## config.mk

```make
export PLATFORM = sky130hd
export DESIGN_NAME = spi_regs_top
export DESIGN_NICKNAME = d
export VERILOG_FILES = /design/src/common/spi_regs_pkg.sv /design/src/hdl/spi_regs_top.sv /design/src/hdl/cmd_ctrl.sv /design/src/hdl/reg_bank.sv /design/src/spi/spi_iff.sv /design/src/spi/sync_sig.sv
export SDC_FILE = /design/constraint.sdc
export NUM_CORES = 1
export LEC_CHECK = 0
export ABC_AREA = 1
export BUFFER_PORTS_ARGS = -buffer_cell sky130_fd_sc_hd__buf_2
export CORE_MARGIN = 2
export CORE_UTILIZATION = 33
export DETAILED_ROUTE_END_ITERATION = 12
export PLACE_DENSITY = 0.51
export SLEW_MARGIN = 30
export SYNTH_ARGS = -nofsm -noshare
export SYNTH_HDL_FRONTEND = slang
export SYNTH_HIERARCHICAL = 1
export SYNTH_SLANG_ARGS = --single-unit
```

## constraint.sdc

```tcl
create_clock -name clk -period 6 [get_ports clk]
set_input_delay 0.3 -clock clk [delete_from_list [all_inputs] [get_ports clk]]
set_output_delay 0.3 -clock clk [all_outputs]
set_load 0.03 [all_outputs]
```

## src/common/spi_regs_pkg.sv

```systemverilog
package spi_regs_pkg;

    // Request and reply length in bytes.
    localparam int unsigned FRAME_BYTES = 6;

    localparam logic [7:0] OP_WRITE  = 8'h01; // Write one register.
    localparam logic [7:0] OP_READ   = 8'h02; // Read one register.
    localparam logic [7:0] OP_STATUS = 8'h03; // Report accepted frame count.

    localparam int ST_OK       = 0; // Frame accepted.
    localparam int ST_LEN_ERR  = 1; // Frame was not FRAME_BYTES long.
    localparam int ST_OP_ERR   = 2; // Opcode not recognised.
    localparam int ST_ADDR_ERR = 3; // Register address out of range.

    // Request as received from the master. The opcode is shifted in first.
    typedef struct packed {
        logic [7:0]  opcode;
        logic [7:0]  addr;
        logic [31:0] data;
    } spi_frame_t;

    // Reply shifted out during the following frame with the status first.
    typedef struct packed {
        logic [7:0]  status;
        logic [7:0]  addr;
        logic [31:0] data;
    } spi_resp_t;

    // Single access to the register bank.
    typedef struct packed {
        logic        we;
        logic [7:0]  addr;
        logic [31:0] wdata;
    } reg_req_t;

endpackage
```

## src/hdl/spi_regs_top.sv

```systemverilog
`timescale 1ns/1ns

module spi_regs_top #(
    parameter int REG_DEPTH = 16
) (
    input  logic clk,
    input  logic nrst,
    input  logic spi_clk,
    input  logic spi_ss,
    input  logic spi_mosi,
    output logic spi_miso
);

    import spi_regs_pkg::*;

    localparam int MOSI_SIZE = $bits(spi_frame_t); // 48 bits.
    localparam int MISO_SIZE = $bits(spi_resp_t);

    logic [MOSI_SIZE-1:0] data_mosi;
    logic [MISO_SIZE-1:0] data_miso;
    logic [10:0]          data_len_bytes;
    logic                 valid;
    spi_frame_t           frame;
    spi_resp_t            resp;
    logic                 req_en;
    reg_req_t             reg_req;
    logic [31:0]          rdata;

    assign frame     = spi_frame_t'(data_mosi);
    assign data_miso = resp;

    spi_iff #(
        .MOSI_SIZE (MOSI_SIZE),
        .MISO_SIZE (MISO_SIZE)
    ) i_spi_iff (
        .clk            (clk),
        .nrst           (nrst),
        .spi_clk        (spi_clk),
        .spi_ss         (spi_ss),
        .spi_mosi       (spi_mosi),
        .spi_miso       (spi_miso),
        .data_mosi      (data_mosi),
        .data_len_bytes (data_len_bytes),
        .data_miso      (data_miso),
        .valid          (valid)
    );

    cmd_ctrl #(
        .REG_DEPTH (REG_DEPTH)
    ) i_cmd_ctrl (
        .clk       (clk),
        .nrst      (nrst),
        .valid     (valid),
        .frame     (frame),
        .len_bytes (data_len_bytes),
        .req_en    (req_en),
        .reg_req   (reg_req),
        .rdata     (rdata),
        .resp      (resp)
    );

    reg_bank #(
        .REG_DEPTH (REG_DEPTH)
    ) i_reg_bank (
        .clk     (clk),
        .nrst    (nrst),
        .req_en  (req_en),
        .reg_req (reg_req),
        .rdata   (rdata)
    );

endmodule

```

## src/hdl/cmd_ctrl.sv

```systemverilog
`timescale 1ns/1ns

module cmd_ctrl #(
    parameter int REG_DEPTH = 16
) (
    input  logic                     clk,
    input  logic                     nrst,
    input  logic                     valid,
    input  spi_regs_pkg::spi_frame_t frame,
    input  logic [10:0]              len_bytes,
    output logic                     req_en,
    output spi_regs_pkg::reg_req_t   reg_req,
    input  logic [31:0]              rdata,
    output spi_regs_pkg::spi_resp_t  resp
);

    import spi_regs_pkg::*;

    typedef enum logic {
        S_IDLE,
        S_WAIT
    } state_t;

    state_t state;

    logic        is_access; // WRITE or READ.
    logic        op_known;
    logic [7:0]  status;
    logic        good;
    logic [31:0] reply_data;
    logic [31:0] frame_cnt;  // Good frames accepted so far.

    logic [7:0]  pend_status;
    logic [7:0]  pend_addr;
    logic [31:0] pend_data;
    logic        pend_read;  // Reply data comes from the bank.

    // Checks run in order and only the first failure is reported.
    always_comb begin
        is_access = (frame.opcode == OP_WRITE) || (frame.opcode == OP_READ);
        op_known  = is_access || (frame.opcode == OP_STATUS);
        status    = '0;
        if (len_bytes != 11'(FRAME_BYTES)) begin
            status[ST_LEN_ERR] = 1'b1;
        end else if (!op_known) begin
            status[ST_OP_ERR] = 1'b1;
        end else if (is_access && (32'(frame.addr) >= REG_DEPTH)) begin
            status[ST_ADDR_ERR] = 1'b1;
        end else begin
            status[ST_OK] = 1'b1;
        end
    end

    assign good = status[ST_OK];

    always_comb begin
        reply_data = '0; // Errors return zero.
        if (good) begin
            case (frame.opcode)
                OP_WRITE:  reply_data = frame.data;
                OP_STATUS: reply_data = frame_cnt + 32'd1; // Counts this frame too.
                default:   reply_data = '0;
            endcase
        end
    end

    always_ff @(posedge clk or negedge nrst) begin
        if (!nrst) begin
            state     <= S_IDLE;
            req_en    <= 1'b0;
            frame_cnt <= '0;
            resp      <= '0;
        end else begin
            req_en <= 1'b0;
            case (state)
                S_IDLE: begin
                    if (valid) begin
                        req_en <= good && is_access;
                        if (good) begin
                            frame_cnt <= frame_cnt + 32'd1;
                        end
                        state <= S_WAIT;
                    end
                end
                S_WAIT: begin
                    // Reply is built once the bank access is done.
                    if (!req_en) begin
                        resp.status <= pend_status;
                        resp.addr   <= pend_addr;
                        resp.data   <= pend_read ? rdata : pend_data;
                        state       <= S_IDLE;
                    end
                end
                default: state <= S_IDLE;
            endcase
        end
    end

    always_ff @(posedge clk) begin
        if ((state == S_IDLE) && valid) begin
            reg_req.we    <= (frame.opcode == OP_WRITE);
            reg_req.addr  <= frame.addr;
            reg_req.wdata <= frame.data;
            pend_status   <= status;
            pend_addr     <= frame.addr; // Echoed in the reply.
            pend_data     <= reply_data;
            pend_read     <= good && (frame.opcode == OP_READ);
        end
    end

endmodule

```

## src/hdl/reg_bank.sv

```systemverilog
`timescale 1ns/1ns

module reg_bank #(
    parameter int REG_DEPTH = 16
) (
    input  logic                   clk,
    input  logic                   nrst,
    input  logic                   req_en,
    input  spi_regs_pkg::reg_req_t reg_req,
    output logic [31:0]            rdata
);

    localparam int AW = (REG_DEPTH > 1) ? $clog2(REG_DEPTH) : 1;

    logic [31:0]   regs [REG_DEPTH];
    logic [AW-1:0] idx;

    // Low address bits select the register.
    assign idx = reg_req.addr[AW-1:0];

    always_ff @(posedge clk or negedge nrst) begin
        if (!nrst) begin
            for (int i = 0; i < REG_DEPTH; i++) begin
                regs[i] <= '0;
            end
            rdata <= '0;
        end else if (req_en) begin
            if (reg_req.we) begin
                regs[idx] <= reg_req.wdata;
            end else begin
                rdata <= regs[idx]; // Ready the cycle after req_en.
            end
        end
    end

endmodule

```

## src/spi/spi_iff.sv

```systemverilog
`timescale 1ns/1ns

module spi_iff #(
    parameter int MOSI_SIZE = 48,
    parameter int MISO_SIZE = 48
) (
    input  logic                 clk,
    input  logic                 nrst,
    input  logic                 spi_clk,
    input  logic                 spi_ss,
    input  logic                 spi_mosi,
    output logic                 spi_miso,
    output logic [MOSI_SIZE-1:0] data_mosi,
    output logic [10:0]          data_len_bytes,
    input  logic [MISO_SIZE-1:0] data_miso,
    output logic                 valid
);

    logic [MOSI_SIZE-1:0] in_reg;
    logic [MISO_SIZE-1:0] out_reg;
    logic [13:0]          len_bits; // Bits received in the current frame.

    logic sync_mosi;
    logic sync_sck;
    logic sync_ss;
    logic last_sck;
    logic last_ss;

    logic sck_rise;
    logic sck_fall;
    logic ss_rise;
    logic ss_fall;

    sync_sig i_sync_mosi (
        .clk     (clk),
        .nrst    (nrst),
        .in_sig  (spi_mosi),
        .out_sig (sync_mosi)
    );

    sync_sig i_sync_sck (
        .clk     (clk),
        .nrst    (nrst),
        .in_sig  (spi_clk),
        .out_sig (sync_sck)
    );

    sync_sig i_sync_ss (
        .clk     (clk),
        .nrst    (nrst),
        .in_sig  (spi_ss),
        .out_sig (sync_ss)
    );

    // Previous samples for edge detection.
    always_ff @(posedge clk or negedge nrst) begin
        if (!nrst) begin
            last_sck <= 1'b0;
            last_ss  <= 1'b1; // SS idles high.
        end else begin
            last_sck <= sync_sck;
            last_ss  <= sync_ss;
        end
    end

    assign sck_rise = !last_sck && sync_sck;
    assign sck_fall = last_sck && !sync_sck;
    assign ss_rise  = !last_ss && sync_ss;
    assign ss_fall  = last_ss && !sync_ss;

    // MISO is driven low while deselected.
    assign spi_miso       = sync_ss ? 1'b0 : out_reg[MISO_SIZE-1];
    assign data_len_bytes = len_bits[13:3];

    always_ff @(posedge clk or negedge nrst) begin
        if (!nrst) begin
            in_reg   <= '0;
            len_bits <= '0;
        end else if (ss_fall) begin
            in_reg   <= '0; // New frame starts empty.
            len_bits <= '0;
        end else if (sck_rise && !sync_ss) begin
            in_reg   <= {in_reg[MOSI_SIZE-2:0], sync_mosi};
            len_bits <= len_bits + 14'd1;
        end
    end

    always_ff @(posedge clk or negedge nrst) begin
        if (!nrst) begin
            out_reg <= '0;
        end else if (ss_fall) begin
            out_reg <= data_miso; // Reply of the previous frame.
        end else if (ss_rise) begin
            out_reg <= '0;
        end else if (sck_fall && !sync_ss) begin
            out_reg <= {out_reg[MISO_SIZE-2:0], 1'b0};
        end
    end

    // An SS pulse with no clocks (as seen right after reset) is not a frame.
    always_ff @(posedge clk or negedge nrst) begin
        if (!nrst) begin
            data_mosi <= '0;
            valid     <= 1'b0;
        end else begin
            valid <= 1'b0;
            if (ss_rise) begin
                data_mosi <= in_reg;
                valid     <= (len_bits[2:0] == 3'd0) && (len_bits != '0);
            end
        end
    end

endmodule

```

## src/spi/sync_sig.sv

```systemverilog
`timescale 1ns/1ns

module sync_sig (
    input  logic clk,
    input  logic nrst,
    input  logic in_sig,
    output logic out_sig
);

    logic meta; // First stage, may go metastable.

    always_ff @(posedge clk or negedge nrst) begin
        if (!nrst) begin
            meta    <= 1'b0;
            out_sig <= 1'b0;
        end else begin
            meta    <= in_sig;
            out_sig <= meta; // Settled copy of the pin.
        end
    end

endmodule

```

==> impl_metrics.csv <==
group,metric,value,unit
finish,layout_common_cells,"nand2_1, dfrtp_1, o21ai_1",
finish,final_common_cell,"nand2_1",
setup_path,start_kind,"flip-flop",
timing,hold_viol_final,0,
timing,fin_crit,3430,ps
synthesis,synth-seq-cells,867,
detailed_routing,drc_errors,0,
synthesis,synth_fa_ha_area_share,0.159,%
clock_tree,cts.clk_slew.worst_paths,60,ps
timing,hold_ws,282,ps
placed_design,globalplace.congestion,0.809,
finish,top_register,"i_reg_bank/regs",
global_routing,grtUsageMet2,31.0,%
setup_path,cp-end-kind,"flip-flop",
global_routing,grt_max_degree,165,
clock_tree,cts_tree,"yes",
floorplanning,die_h,350,um
clock_tree,clock_path_buffers,3,
placed_design,post-place-ws,2720,ps
detailed_routing,vias,30700,
finish,largest_register_ffs,512,
floorplanning,rows,126,
global_routing,grt_pass1_vias,29900,
global_routing,antenna_found_initial,3,
power,p_per_area,282,nW/um2
power,power_leakage,20.3,nW
setup_path,criticalPathCategory,"flip-flop to flip-flop",
setup_path,required,6500,ps
clock_tree,numCtsBuffers,96,
detailed_routing,drt_iter0_markers,2694,
global_routing,grt_use_met3,2.62,%
timing,max_slew_margin,32.4,%
setup_path,worstPathCellList,"inv_8 -> nor3_4 -> nand2_4 -> nand2_1 -> o21ai_1",
synthesis,synth-compound-area-share,10.7,%
finish,fill_cells,12300,
setup_path,cp_num_buf_inv,1,
finish,drive_gt1_share,6.92,%
finish,antenna_cells,0,
synthesis,synth_mux_area_share,0.713,%
detailed_routing,dr.pass1.iters,5,
placed_design,hpwl,63.0,mm
synthesis,seq_area_frac_synth,56.0,%
floorplanning,initial_core_util,33.3,%
timing,final.setup_skew,20.0,ps
setup_path,critPathTopFamily,"simple AND/OR/NAND/NOR gates",
synthesis,synthDistinctLibCells,43,
finish,final_cell_count_no_fill,6309,
finish,area_delta_synth_final,10.9,%
setup_path,critPathArrivalTime,3930,ps
placed_design,dp.cells,6123,
global_routing,grt_pass1_wl,184,mm
worst_hold_path,hold_path_depth,2,
synthesis,synth_top_family_by_area,"simple AND/OR/NAND/NOR gates",
synthesis,yosys_warnings,6,
synthesis,synth_area_per_cell,8.22,um2
synthesis,yosys.area_share.simple,26.4,%
setup_path,slowest_stage,"edfxtp_1",
setup_path,startpoint,"i_cmd_ctrl/pend_addr[0]$_DFFE_PP_",
timing,rsz0062_at_grt,"no",
timing,setup_tns,0,ps
detailed_routing,wirelength,117,mm
floorplanning,ioPinCount,6,
worst_hold_path,hp-start,"spi_ss",
setup_path,rr_worst_depth,5,
run_status,status,"completed",
setup_path,crit_fanout,111,
clock_tree,cts_max_level,3,
timing,slew_violations,0,
setup_path,max_stage_delay,960,ps
clock_tree,clkSinkCount,867,
finish,nets,4638,
synthesis,syn_inst,4800,
power,vdd_ir_drop_max,229,uV
timing,worstMarginPinSlew,1010,ps
flow_run,maxCapViolCount,0,
setup_path,r2r_start,"i_cmd_ctrl/pend_addr[0]$_DFFE_PP_",
global_routing,use_met1,27.5,%
global_routing,busiest_layer,"met2",
worst_hold_path,hp-class,"primary input to flip-flop",
setup_path,r2r-end,"i_reg_bank/regs[137]$_DFFE_PN0P_",
worst_hold_path,min_to,"i_spi_iff/i_sync_ss/meta$_DFF_PN0_",
synthesis,syn_area,39500,um2
timing,worst_slack,2570,ps
setup_path,cp.depth,5,
timing,fin_crit_sh,57.2,%
floorplanning,dieWidth,350,um
timing,setup_viol_count_final,0,
floorplanning,fp.coreArea,118000,um2
clock_tree,insertion_delay,670,ps
floorplanning,dieArea,122000,um2
global_routing,grt_overflow,0,
detailed_routing,drtAntennaViolNets,0,
detailed_routing,via_per_inst,4.87,
timing,max_freq,291,MHz
clock_tree,root_buffer,"clkbuf_16",
placed_design,port_buffers,5,
setup_path,r2r_slack,2570,ps
global_routing,grt_usage,19.3,%
detailed_routing,post_drt_wl_per_cell,18.5,um
synthesis,synth-xor-area-share,0.200,%
[cells in the mapped netlist, drive strengths merged]
| cell type | instances | share of area, % |
|---|---|---|
| and2 | 1 | 0.016 |
| inv | 201 | 1.9 |
| xor2 | 9 | 0.20 |
| edfxtp | 78 | 5.9 |
| clkinv | 2 | 0.019 |
| clkbuf | 125 | 1.2 |
| or2 | 5 | 0.079 |
| ha | 5 | 0.16 |
| nand3b | 6 | 0.11 |
| nand4 | 50 | 0.82 |
| a22oi | 2 | 0.038 |
| nand2 | 2028 | 20 |
| buf | 200 | 2.8 |
| dfrtp | 788 | 50 |
| mux2 | 25 | 0.71 |
| o21ai | 704 | 9.3 |
| conb | 1 | 0.0095 |
| a21oi | 65 | 0.82 |
| o31ai | 24 | 0.49 |
| dfstp | 1 | 0.067 |
| nor2 | 255 | 2.6 |
| nor3 | 10 | 0.27 |
| nand3 | 215 | 2.8 |
[timing repair]
| action | CTS | global route |
|---|---|---|
| resized for setup | 0 | 0 |
| setup buffers | 0 | 0 |
| endpoints found under the hold margin | 95 | 0 |
| hold buffers | 4 | 0 |
[worst max path at each step]
stage,endpoint,slack (ps)
floorplan,i_cmd_ctrl/frame_cnt[7]$_DFFE_PN0P_,2410
global placement,i_reg_bank/regs[265]$_DFFE_PN0P_,2860
detailed placement,i_reg_bank/regs[17]$_DFFE_PN0P_,2720
CTS,i_reg_bank/regs[17]$_DFFE_PN0P_,2700
global route,i_reg_bank/regs[207]$_DFFE_PN0P_,2420
finish,i_reg_bank/regs[137]$_DFFE_PN0P_,2570
[cells by family after synthesis]
group                      after synthesis
muxes                                   25
other                                    1
AOI/OAI and AO/OA                      795
xor gates and xnor gates                 9
buffers and inverters                  528
DFF                                    867
adders and majority gates                5
and+or+nand+nor                       2570
[where the power goes]
group	switching (mW)	internal [mW]	leakage [nW]
Combinational	0.234	0.0530	6.90
Clock	2.45	3.60	1.59
Sequential	0.0305	5.95	11.8
[cell type report]
type	count	area, um2	area share [%]
flip-flops and latches	867	22100	50.5
multi-input cells	3408	15200	34.6
clock buffers	145	2840	6.50
well taps	1600	2000	4.57
inverters	203	777	1.78
repair buffers	52	524	1.20
clock inverters	34	370	0.846
[worst reg2reg max path, stage by stage (launching register included)]
cell and delay, ps:
edfxtp_1 960, inv_8 480, nor3_4 760, nand2_4 700, nand2_1 300, o21ai_1 90
[metal layers]
metal / share of wire [%] / wire (um) / up-vias
li1: - / - / 15000
met1: 47 / 55400 / 14900
met2: 46 / 53600 / 639
met3: 4.3 / 4980 / 175
met4: 2.5 / 2880 / 6
met5: 0.031 / 36 / -
[stage by stage]
stage / total power [mW] / utilization, % / cell area, um2
floorplan: 6.21 / - / 39500
global placement: 6.38 / 34.1 / 40300
detailed placement: 6.38 / 34.1 / 40400
CTS: 12.5 / 36.9 / 43600
global route: 12.7 / 37.0 / 43800
finish: 12.3 / 37.0 / 43800
No activity file was read; power rests on OpenSTA's default activity.
